$ cat config.mk
export PLATFORM = sky130hd
export DESIGN_NAME = issue_buffer_top
export DESIGN_NICKNAME = d
export VERILOG_FILES = /design/src/hw/ib_pkg.sv /design/src/hw/issue_buffer_top.sv /design/src/hw/ib_issue_port.sv /design/src/hw/ib_inst_queue.sv /design/src/hw/ib_dispatch_steer.sv
export VERILOG_INCLUDE_DIRS = /design/src /design/src/hw
export SDC_FILE = /design/constraint.sdc
export NUM_CORES = 1
export LEC_CHECK = 0
export ABC_AREA = 1
export BUFFER_PORTS_ARGS = -buffer_cell sky130_fd_sc_hd__buf_2
export CAP_MARGIN = 0
export CORE_MARGIN = 2
export CORE_UTILIZATION = 28
export CTS_CLUSTER_DIAMETER = 50
export DETAILED_ROUTE_END_ITERATION = 7
export GPL_TIMING_DRIVEN = 0
export SYNTH_ARGS = -nofsm -noshare
export SYNTH_HDL_FRONTEND = slang
export SYNTH_SLANG_ARGS = --single-unit
$ cat constraint.sdc
create_clock -name clk_i -period 7.1 [get_ports clk_i]
set_input_delay 1.42 -clock clk_i [delete_from_list [all_inputs] [get_ports clk_i]]
set_output_delay 1.42 -clock clk_i [all_outputs]
set_load 0.005 [all_outputs]
$ cat src/hw/ib_defines.svh
`ifndef IB_DEFINES_SVH
`define IB_DEFINES_SVH

// --------------------------------------------------
// Core dimensions
// --------------------------------------------------

// Hardware threads
`define IB_THREAD_NUM   2

// Dispatch slots per cycle, also push lanes per queue
`define IB_DISP_NUM     2

// Execution classes, one queue each
`define IB_CLASS_NUM    3

// Pop lanes per queue, same as FU ports per class
`define IB_ISSUE_NUM    2

// --------------------------------------------------
// Storage
// --------------------------------------------------

// Default instruction queue depth
`define IB_Q_SIZE       8

// Reorder tag width
`define IB_TAG_WIDTH    6

`endif
$ cat src/hw/ib_pkg.sv
`include "ib_defines.svh"

package ib_pkg;

    // --------------------------------------------------
    // Instruction fields
    // --------------------------------------------------

    // Thread index
    typedef logic [$clog2(`IB_THREAD_NUM)-1:0] ib_thread_t;

    // One flag per thread
    // Bit t set squashes thread t
    typedef logic [`IB_THREAD_NUM-1:0] ib_thread_mask_t;

    // Reorder buffer tag
    typedef logic [`IB_TAG_WIDTH-1:0] ib_tag_t;

    // --------------------------------------------------
    // Execution class
    // --------------------------------------------------

    // Also the queue index
    // Code 3 is unused and never accepted
    typedef enum logic [1:0] {
        IB_CLASS_ALU   = 2'd0,
        IB_CLASS_LOAD  = 2'd1,
        IB_CLASS_STORE = 2'd2
    } ib_class_e;

endpackage

$ cat src/hw/issue_buffer_top.sv
`include "ib_defines.svh"

module issue_buffer_top
    import ib_pkg::*;
(
    input  logic                                               clk_i,
    input  logic                                               rst_i,
    // Dispatch
    input  logic       [`IB_DISP_NUM-1:0]                      disp_valid_i,
    input  ib_thread_t [`IB_DISP_NUM-1:0]                      disp_thread_i,
    input  ib_class_e  [`IB_DISP_NUM-1:0]                      disp_class_i,
    input  ib_tag_t    [`IB_DISP_NUM-1:0]                      disp_tag_i,
    output logic       [`IB_DISP_NUM-1:0]                      disp_ready_o,
    // Flush
    input  ib_thread_mask_t                                    br_mis_i,
    input  logic                                               exception_i,
    // Function unit ports, class outer, port inner
    output logic       [`IB_CLASS_NUM-1:0][`IB_ISSUE_NUM-1:0]  fu_valid_o,
    input  logic       [`IB_CLASS_NUM-1:0][`IB_ISSUE_NUM-1:0]  fu_ready_i,
    output ib_thread_t [`IB_CLASS_NUM-1:0][`IB_ISSUE_NUM-1:0]  fu_thread_o,
    output ib_tag_t    [`IB_CLASS_NUM-1:0][`IB_ISSUE_NUM-1:0]  fu_tag_o
);

    // Steer to queues
    logic       [`IB_CLASS_NUM-1:0][`IB_DISP_NUM-1:0]  push_valid;
    logic       [`IB_CLASS_NUM-1:0][`IB_DISP_NUM-1:0]  push_ready;
    ib_thread_t [`IB_CLASS_NUM-1:0][`IB_DISP_NUM-1:0]  push_thread;
    ib_tag_t    [`IB_CLASS_NUM-1:0][`IB_DISP_NUM-1:0]  push_tag;

    // Queues to issue ports
    logic       [`IB_CLASS_NUM-1:0][`IB_ISSUE_NUM-1:0] pop_valid;
    logic       [`IB_CLASS_NUM-1:0][`IB_ISSUE_NUM-1:0] pop_ready;
    ib_thread_t [`IB_CLASS_NUM-1:0][`IB_ISSUE_NUM-1:0] pop_thread;
    ib_tag_t    [`IB_CLASS_NUM-1:0][`IB_ISSUE_NUM-1:0] pop_tag;

    ib_dispatch_steer u_steer (
        .disp_valid_i    (disp_valid_i),
        .disp_thread_i   (disp_thread_i),
        .disp_class_i    (disp_class_i),
        .disp_tag_i      (disp_tag_i),
        .disp_ready_o    (disp_ready_o),
        .q_push_valid_o  (push_valid),
        .q_push_thread_o (push_thread),
        .q_push_tag_o    (push_tag),
        .q_push_ready_i  (push_ready)
    );

    // --------------------------------------------------
    // One queue and one port set per class
    // --------------------------------------------------
    for (genvar c = 0; c < `IB_CLASS_NUM; c++) begin : g_class
        ib_inst_queue #(
            .C_SIZE (`IB_Q_SIZE)
        ) u_queue (
            .clk_i       (clk_i),
            .rst_i       (rst_i),
            .s_valid_i   (push_valid[c]),
            .s_ready_o   (push_ready[c]),
            .s_thread_i  (push_thread[c]),
            .s_tag_i     (push_tag[c]),
            .m_valid_o   (pop_valid[c]),
            .m_ready_i   (pop_ready[c]),
            .m_thread_o  (pop_thread[c]),
            .m_tag_o     (pop_tag[c]),
            .br_mis_i    (br_mis_i),
            .exception_i (exception_i)
        );

        ib_issue_port u_port (
            .clk_i        (clk_i),
            .rst_i        (rst_i),
            .pop_valid_i  (pop_valid[c]),
            .pop_thread_i (pop_thread[c]),
            .pop_tag_i    (pop_tag[c]),
            .pop_ready_o  (pop_ready[c]),
            .fu_valid_o   (fu_valid_o[c]),
            .fu_thread_o  (fu_thread_o[c]),
            .fu_tag_o     (fu_tag_o[c]),
            .fu_ready_i   (fu_ready_i[c]),
            .br_mis_i     (br_mis_i),
            .exception_i  (exception_i)
        );
    end

endmodule

$ cat src/hw/ib_issue_port.sv
`include "ib_defines.svh"

module ib_issue_port
    import ib_pkg::*;
(
    input  logic                              clk_i,
    input  logic                              rst_i,
    // From queue pop lanes
    input  logic       [`IB_ISSUE_NUM-1:0]    pop_valid_i,
    input  ib_thread_t [`IB_ISSUE_NUM-1:0]    pop_thread_i,
    input  ib_tag_t    [`IB_ISSUE_NUM-1:0]    pop_tag_i,
    output logic       [`IB_ISSUE_NUM-1:0]    pop_ready_o,
    // To function units
    output logic       [`IB_ISSUE_NUM-1:0]    fu_valid_o,
    output ib_thread_t [`IB_ISSUE_NUM-1:0]    fu_thread_o,
    output ib_tag_t    [`IB_ISSUE_NUM-1:0]    fu_tag_o,
    input  logic       [`IB_ISSUE_NUM-1:0]    fu_ready_i,
    // Flush
    input  ib_thread_mask_t                   br_mis_i,
    input  logic                              exception_i
);

    logic       [`IB_ISSUE_NUM-1:0] slot_valid;
    ib_thread_t [`IB_ISSUE_NUM-1:0] slot_thread;
    ib_tag_t    [`IB_ISSUE_NUM-1:0] slot_tag;

    // Per port: being squashed, free at the edge, loading
    logic [`IB_ISSUE_NUM-1:0] kill;
    logic [`IB_ISSUE_NUM-1:0] free;
    logic [`IB_ISSUE_NUM-1:0] load;

    // --------------------------------------------------
    // Port status and ready
    // --------------------------------------------------
    always_comb begin
        logic upper_free;

        for (int j = 0; j < `IB_ISSUE_NUM; j++) begin
            kill[j]       = slot_valid[j] && br_mis_i[slot_thread[j]];
            // Hidden already in the flag cycle
            fu_valid_o[j] = slot_valid[j] && !kill[j] && !exception_i;
            // Empty, draining or squashed
            free[j]       = !slot_valid[j] || fu_ready_i[j] || kill[j];
        end

        // Port j also waits for the ports above it
        // so a lower port never holds a younger item
        upper_free = 1'b1;
        for (int j = `IB_ISSUE_NUM - 1; j >= 0; j--) begin
            pop_ready_o[j] = free[j] && upper_free;
            upper_free     = upper_free && free[j];
        end
    end

    assign load = pop_valid_i & pop_ready_o;

    // --------------------------------------------------
    // Issue registers
    // --------------------------------------------------
    always_ff @(posedge clk_i) begin
        if (rst_i || exception_i) begin
            slot_valid <= '0;
        end else begin
            for (int j = 0; j < `IB_ISSUE_NUM; j++) begin
                if (load[j]) begin
                    slot_valid[j] <= 1'b1;
                end else if (free[j]) begin
                    slot_valid[j] <= 1'b0;
                end
            end
        end
    end

    always_ff @(posedge clk_i) begin
        for (int j = 0; j < `IB_ISSUE_NUM; j++) begin
            if (load[j]) begin
                slot_thread[j] <= pop_thread_i[j];
                slot_tag[j]    <= pop_tag_i[j];
            end
        end
    end

    assign fu_thread_o = slot_thread;
    assign fu_tag_o    = slot_tag;

endmodule

$ cat src/hw/ib_inst_queue.sv
`include "ib_defines.svh"

module ib_inst_queue
    import ib_pkg::*;
#(
    parameter int unsigned C_SIZE = `IB_Q_SIZE
) (
    input  logic                              clk_i,
    input  logic                              rst_i,
    // Push lanes
    input  logic       [`IB_DISP_NUM-1:0]     s_valid_i,
    output logic       [`IB_DISP_NUM-1:0]     s_ready_o,
    input  ib_thread_t [`IB_DISP_NUM-1:0]     s_thread_i,
    input  ib_tag_t    [`IB_DISP_NUM-1:0]     s_tag_i,
    // Pop lanes, lane 0 at the head
    output logic       [`IB_ISSUE_NUM-1:0]    m_valid_o,
    input  logic       [`IB_ISSUE_NUM-1:0]    m_ready_i,
    output ib_thread_t [`IB_ISSUE_NUM-1:0]    m_thread_o,
    output ib_tag_t    [`IB_ISSUE_NUM-1:0]    m_tag_o,
    // Flush
    input  ib_thread_mask_t                   br_mis_i,
    input  logic                              exception_i
);

    localparam int unsigned C_IN_NUM    = `IB_DISP_NUM;
    localparam int unsigned C_OUT_NUM   = `IB_ISSUE_NUM;
    localparam int unsigned C_IDX_WIDTH = (C_SIZE > 1) ? $clog2(C_SIZE) : 1;
    localparam int unsigned C_NUM_WIDTH = $clog2(C_SIZE + 1);
    // Pointer plus count stays below 2*C_SIZE
    localparam int unsigned C_SUM_WIDTH = C_NUM_WIDTH + 1;

    // Circular add, result is {wrap, index}
    function automatic logic [C_IDX_WIDTH:0] ptr_add(
        input logic [C_IDX_WIDTH-1:0] ptr,
        input logic [C_NUM_WIDTH-1:0] inc
    );
        logic [C_SUM_WIDTH-1:0] sum;

        sum = C_SUM_WIDTH'(ptr) + C_SUM_WIDTH'(inc);
        if (sum >= C_SUM_WIDTH'(C_SIZE)) begin
            sum = sum - C_SUM_WIDTH'(C_SIZE);
            return {1'b1, sum[C_IDX_WIDTH-1:0]};
        end
        return {1'b0, sum[C_IDX_WIDTH-1:0]};
    endfunction

    // Pointers, wrap bit flips on each rollover
    logic [C_IDX_WIDTH-1:0]                head;
    logic [C_IDX_WIDTH-1:0]                tail;
    logic                                  head_wrap;
    logic                                  tail_wrap;
    logic [C_IDX_WIDTH:0]                  head_step;
    logic [C_IDX_WIDTH:0]                  tail_step;

    // Counts
    logic [C_NUM_WIDTH-1:0]                push_num;
    logic [C_NUM_WIDTH-1:0]                pop_num;
    logic [C_NUM_WIDTH-1:0]                data_num;
    logic [C_NUM_WIDTH-1:0]                free_num;

    // Entries
    logic       [C_SIZE-1:0]               entry_valid;
    ib_thread_t [C_SIZE-1:0]               entry_thread;
    ib_tag_t    [C_SIZE-1:0]               entry_tag;

    // Lane bookkeeping
    logic [C_IN_NUM-1:0]                   push_en;
    logic [C_IN_NUM-1:0][C_IDX_WIDTH-1:0]  push_idx;
    logic [C_OUT_NUM-1:0][C_IDX_WIDTH-1:0] pop_idx;
    logic [C_OUT_NUM-1:0]                  skip;
    logic [C_OUT_NUM-1:0]                  pop_done;
    logic [C_SIZE-1:0]                     pop_sel;

    // --------------------------------------------------
    // Occupancy
    // --------------------------------------------------
    always_comb begin
        if (head_wrap == tail_wrap) begin
            data_num = C_NUM_WIDTH'(tail) - C_NUM_WIDTH'(head);
        end else begin
            data_num = C_NUM_WIDTH'(C_SIZE) - C_NUM_WIDTH'(head) + C_NUM_WIDTH'(tail);
        end
    end

    // Slots leaving this cycle count as free
    assign free_num = C_NUM_WIDTH'(C_SIZE) - data_num + pop_num;

    // --------------------------------------------------
    // Push side
    // --------------------------------------------------
    always_comb begin
        logic [C_IDX_WIDTH:0] pos;

        for (int unsigned i = 0; i < C_IN_NUM; i++) begin
            s_ready_o[i] = C_NUM_WIDTH'(i) < free_num;
            pos          = ptr_add(tail, C_NUM_WIDTH'(i));
            push_idx[i]  = pos[C_IDX_WIDTH-1:0];
        end
    end

    assign push_en = s_valid_i & s_ready_o;

    always_comb begin
        push_num = '0;
        for (int unsigned i = 0; i < C_IN_NUM; i++) begin
            push_num = push_num + C_NUM_WIDTH'(push_en[i]);
        end
    end

    // --------------------------------------------------
    // Pop side with head skip
    // --------------------------------------------------
    always_comb begin
        logic [C_IDX_WIDTH:0] pos;
        logic                 chain;
        logic                 live;

        // Lane j only moves once lane j-1 popped or skipped
        chain   = 1'b1;
        pop_sel = '0;
        for (int unsigned j = 0; j < C_OUT_NUM; j++) begin
            pos           = ptr_add(head, C_NUM_WIDTH'(j));
            pop_idx[j]    = pos[C_IDX_WIDTH-1:0];
            m_thread_o[j] = entry_thread[pop_idx[j]];
            m_tag_o[j]    = entry_tag[pop_idx[j]];

            // Squashed earlier, or flagged right now
            live = entry_valid[pop_idx[j]] && !br_mis_i[entry_thread[pop_idx[j]]];

            m_valid_o[j] = 1'b0;
            skip[j]      = 1'b0;
            if (chain && (C_NUM_WIDTH'(j) < data_num)) begin
                m_valid_o[j] = live;
                // Dead entry at the front is dropped this cycle
                skip[j]      = !live;
            end

            pop_done[j] = (m_valid_o[j] && m_ready_i[j]) || skip[j];
            chain       = pop_done[j];
            if (pop_done[j]) begin
                pop_sel[pop_idx[j]] = 1'b1;
            end
        end
    end

    always_comb begin
        pop_num = '0;
        for (int unsigned j = 0; j < C_OUT_NUM; j++) begin
            pop_num = pop_num + C_NUM_WIDTH'(pop_done[j]);
        end
    end

    // --------------------------------------------------
    // Pointers
    // --------------------------------------------------
    assign head_step = ptr_add(head, pop_num);
    assign tail_step = ptr_add(tail, push_num);

    always_ff @(posedge clk_i) begin
        if (rst_i || exception_i) begin
            head      <= '0;
            tail      <= '0;
            head_wrap <= 1'b0;
            tail_wrap <= 1'b0;
        end else begin
            head      <= head_step[C_IDX_WIDTH-1:0];
            tail      <= tail_step[C_IDX_WIDTH-1:0];
            head_wrap <= head_wrap ^ head_step[C_IDX_WIDTH];
            tail_wrap <= tail_wrap ^ tail_step[C_IDX_WIDTH];
        end
    end

    // --------------------------------------------------
    // Entries
    // --------------------------------------------------
    always_ff @(posedge clk_i) begin
        if (rst_i || exception_i) begin
            entry_valid <= '0;
        end else begin
            // Popped, skipped or flagged entries drop out
            for (int unsigned e = 0; e < C_SIZE; e++) begin
                if (pop_sel[e] || (entry_valid[e] && br_mis_i[entry_thread[e]])) begin
                    entry_valid[e] <= 1'b0;
                end
            end
            // A push wins over a pop of the same slot
            for (int unsigned i = 0; i < C_IN_NUM; i++) begin
                if (push_en[i]) begin
                    entry_valid[push_idx[i]] <= 1'b1;
                end
            end
        end
    end

    // Payload
    always_ff @(posedge clk_i) begin
        for (int unsigned i = 0; i < C_IN_NUM; i++) begin
            if (push_en[i]) begin
                entry_thread[push_idx[i]] <= s_thread_i[i];
                entry_tag[push_idx[i]]    <= s_tag_i[i];
            end
        end
    end

endmodule

$ cat src/hw/ib_dispatch_steer.sv
`include "ib_defines.svh"

module ib_dispatch_steer
    import ib_pkg::*;
(
    // Dispatch slots, slot 0 oldest
    input  logic       [`IB_DISP_NUM-1:0]                     disp_valid_i,
    input  ib_thread_t [`IB_DISP_NUM-1:0]                     disp_thread_i,
    input  ib_class_e  [`IB_DISP_NUM-1:0]                     disp_class_i,
    input  ib_tag_t    [`IB_DISP_NUM-1:0]                     disp_tag_i,
    output logic       [`IB_DISP_NUM-1:0]                     disp_ready_o,
    // Push lanes, class outer, lane inner
    output logic       [`IB_CLASS_NUM-1:0][`IB_DISP_NUM-1:0]  q_push_valid_o,
    output ib_thread_t [`IB_CLASS_NUM-1:0][`IB_DISP_NUM-1:0]  q_push_thread_o,
    output ib_tag_t    [`IB_CLASS_NUM-1:0][`IB_DISP_NUM-1:0]  q_push_tag_o,
    input  logic       [`IB_CLASS_NUM-1:0][`IB_DISP_NUM-1:0]  q_push_ready_i
);

    // Lane select width
    localparam int LANE_W = (`IB_DISP_NUM > 1) ? $clog2(`IB_DISP_NUM) : 1;

    // --------------------------------------------------
    // In-order grant and lane routing
    // --------------------------------------------------
    always_comb begin
        logic [LANE_W-1:0]       lane;
        logic [1:0]              cls;
        logic                    older_ok;
        logic [`IB_DISP_NUM-1:0] accept;

        q_push_valid_o  = '0;
        q_push_thread_o = '0;
        q_push_tag_o    = '0;
        disp_ready_o    = '0;
        accept          = '0;
        // Slot 0 has nothing older to wait on
        older_ok        = 1'b1;

        for (int s = 0; s < `IB_DISP_NUM; s++) begin
            cls = disp_class_i[s];

            // Lane = older accepted slots of the same class
            lane = '0;
            for (int o = 0; o < s; o++) begin
                if (accept[o] && (disp_class_i[o] == disp_class_i[s])) begin
                    lane = lane + LANE_W'(1);
                end
            end

            // Needs a free lane in its queue
            // and no stalled valid slot ahead of it
            disp_ready_o[s] = older_ok
                           && (int'(cls) < `IB_CLASS_NUM)
                           && q_push_ready_i[cls][lane];

            accept[s] = disp_valid_i[s] && disp_ready_o[s];

            // Only granted slots reach a lane
            // Lanes of one class fill from 0 with no gap
            if (accept[s]) begin
                q_push_valid_o[cls][lane]  = 1'b1;
                q_push_thread_o[cls][lane] = disp_thread_i[s];
                q_push_tag_o[cls][lane]    = disp_tag_i[s];
            end

            // Idle slot does not block younger ones
            older_ok = older_ok && (accept[s] || !disp_valid_i[s]);
        end
    end

endmodule

==> results.sh <==
export IMPL_cp_top_family="simple AND/OR/NAND/NOR gates"
export IMPL_post_drt_wl_per_cell_um=18.94
export IMPL_synth_simple_area_share_pct=38.68
export IMPL_ir_drop_mv=0.1864
export IMPL_route_detailed_drc=0
export IMPL_worst_slack_ns=0.2647
export IMPL_synth_edff_count=42
export IMPL_synth_most_common_cell="nand2_1"
export IMPL_synth_area_leaders="dfxtp_1 26%, nand2_1 22%, inv_1 9.2%, nand3_1 7.9%, edfxtp_1 7.5%"
export IMPL_end_kind="output pin"
export IMPL_diodes=0
export IMPL_critPathBufInv=7
export IMPL_vias=18480
export IMPL_required_ns=5.68
export IMPL_gp_congestion=1.029
export IMPL_clockPowerShare_pct=29.9
export IMPL_async_reset_ff_share_pct=0
export IMPL_htree_levels=2
export IMPL_synth_largest_area_cell="dfxtp_1"
export IMPL_p_switching_mw=3.180
export IMPL_synth_seq_cells=264
export IMPL_cp_slowest_stage_delay_ns=0.79
export IMPL_cts_setup_buffers=0
export IMPL_place_area_um2=18310
export IMPL_worstPathCellList="buf_2, inv_1, nor3_1, inv_1, o2111ai_1, inv_1, nand4_4, buf_4, and3_1, ha_1, inv_1, ha_1, fa_1, nand2_1, nor2_2, nand3_1, nand2_1, nand2_2, a21oi_1, nor2_4, buf_2"
export IMPL_grt_pass1_wl_mm=103.0
export IMPL_drt_iter0_markers=2263
export IMPL_cts_tree="built"
export IMPL_cpMostUsedCell="inv_1"
export IMPL_grtUsageTotal_pct=21.41
export IMPL_cp_start_kind="flop"
export IMPL_dp_hpwl_mm=52.48
export IMPL_layout_drive_gt1_share_pct=10.08
export IMPL_cp_arrival_ns=5.42
export IMPL_numCtsBuffers=43
export IMPL_rsz0062_at_grt="no"
export IMPL_avgSynthCellArea_um2=6.343
export IMPL_p_per_area_nw_per_um2=371.8
export IMPL_cts_path_max_buffers=3
export IMPL_grt_max_degree=12
export IMPL_grt_pass1_vias=16930
export IMPL_numPortBuffers=79
export IMPL_p_sw_share_pct=43.13
export IMPL_vias_per_cell=5.120
export IMPL_dpl_worst_slack_ns=-0.4271
export IMPL_fin_crit_sh_pct=96.27
export IMPL_clk_latency_ns=0.59
export IMPL_p_leak_nw=10.34
export IMPL_die_area_um2=62420
export IMPL_synth_top_family_by_area="simple AND/OR/NAND/NOR gates"
export IMPL_die_h_um=249.8
export IMPL_yosysSeqAreaShare_pct=33.72
export IMPL_synth_top_area_share_pct=26.26
export IMPL_grt_remaining_overflow=0
export IMPL_pwr_share_seq_pct=27.1
export IMPL_setup_violations=0
export IMPL_clk_pin_slew_ns=0.06
export IMPL_die_w_um=249.8
export IMPL_final_area_um2=19830
export IMPL_synthXorXnorAreaFrac_pct=0.5693
export IMPL_syn_cell_area_um2=16920
export IMPL_skew_ns=0.04486
export IMPL_hold_viol_final=0
export IMPL_post_route_min_period_ns=6.835
export IMPL_wl_mm=68.35
export IMPL_antenna_found_initial=3
export IMPL_final_nets=2869
export IMPL_whs_ns=0.4836
export IMPL_slew_violations=0
export IMPL_yosys_warnings=0
export IMPL_intPower_mw=4.192
export IMPL_synth_adder_area_share_pct=3.860
export IMPL_setup_tns_ns=0
export IMPL_synth_ff_type="dfxtp_1"
export IMPL_synth_compound_area_share_pct=12.07
export IMPL_critPathKind="reg2out"
export IMPL_syn_inst=2668
export IMPL_pwr_share_comb_pct=43.1
export IMPL_min_path_type="reg2reg"
export IMPL_ios=81
export IMPL_outcome="complete, no violations"
export IMPL_tightest_slew_ns=1.395
export IMPL_postRouteAntennaNets=0
export IMPL_slew_headroom_pct=6.299
export IMPL_dr_pass1_iters=6
export IMPL_start_util_pct=28.19
export IMPL_synth_net_count=2744
export IMPL_cts_sinks=264
export IMPL_clock_fmax_mhz=146.3
export IMPL_finalPower_mw=7.372
export IMPL_rows=90
export IMPL_syn_to_final_growth_pct=17.18
export IMPL_muxShareOfSynthArea_pct=0
export IMPL_crit_slowest_cell="nor3_1"
export IMPL_cts_root_buf="clkbuf_16"
export IMPL_synth_cell_types=50
export IMPL_ys_top_cells_by_count="992 x nand2_1, 417 x inv_1, 267 x nand3_1"
export IMPL_cap_violations=0
export IMPL_critPathMaxFanout=10
export IMPL_core_um2=60020
[final cells by class]
type | instances | area (um^2)
inverters | 462 | 1737
clock buffers | 51 | 1126
well taps | 782 | 978.4
fillers | 6597 | 40190
plain buffers | 29 | 147.6
repair buffers | 81 | 407.9
flip-flops and latches | 264 | 5705
multi-input cells | 1912 | 9368
clock inverters | 28 | 359.1
[through the flow]
stage | std cells | utilization, %
6_report | 3609 | 33.04
2_1_floorplan | 2668 | -
3_3_place_gp | 3529 | 30.48
4_1_cts | 3609 | 32.98
5_1_grt | 3609 | 33.04
3_5_place_dp | 3530 | 30.50
[logic make-up after synthesis]
family / count (synthesis)
xor+xnor: 11
compound gates: 302
flops: 264
fa+ha+maj: 45
buf+inv: 492
simple gates: 1554
[timing repair]
action                                  4_1_cts  5_1_grt
hold endpoints to repair                      0        0
endpoints found under the setup margin        1        4
gates resized for setup                       2        8
hold buffers                                  0        0
[routing by layer]
metal  global-route usage (%)  share of wire, %  vias up
met1                    28.44                42     8407
li1                         -                 -     8860
met3                    4.474                10      183
met4                    8.623               3.9        2
met5                        0             0.018        -
met2                    33.78                44     1026
[state kept, by name, indices dropped and copies added (netlist names)]
register and flops:
g_class.u_port.fu_thread_o 6, g_class.u_queue.entry_valid 24, g_class.u_queue.entry_tag 144, g_class.u_queue.tail_wrap 3, g_class.u_queue.head_wrap 3, g_class.u_queue.tail 9, g_class.u_port.fu_tag_o 36, g_class.u_port.slot_valid 6
g_class.u_queue.entry_thread 24, g_class.u_queue.head 9
[placed cells by master (no fill, tap or decap), drive strengths merged, types with 8 or more instances in the layout]
cell type,count
a22oi,16
o21ai,66
buf,93
nand4,30
edfxtp,42
ha,33
clkinv,14
a221oi,49
inv,466
dfxtp,222
nand3,270
nor2,184
xnor2,8
nor3,30
o2111ai,19
clkbuf,67
a21oi,49
fa,12
o22ai,77
nand2,1031
[worst paths after layout]
path,start,endpoint,slack (ns),cells after the start
min reg2reg,g_class[0].u_queue.head_wrap,g_class[0].u_queue.head_wrap,0.48,1
max reg2reg,g_class[1].u_queue.head[0],g_class[2].u_queue.tail[2],0.46,32
min,g_class[0].u_queue.head_wrap,g_class[0].u_queue.head_wrap,0.48,1
max,g_class[1].u_queue.head[0],disp_ready_o[1],0.26,21
[power by group through the flow]
stage	clock, mW	sequential, mW	combinational [mW]
after detailed placement	0	2.02	3.08
after global placement	0	2.02	3.07
after CTS	2.24	1.99	3.11
final	2.20	1.99	3.17
after floorplan	0	1.95	2.18
after global routing	2.31	2.01	3.55
(Power assumes the default switching activity.)
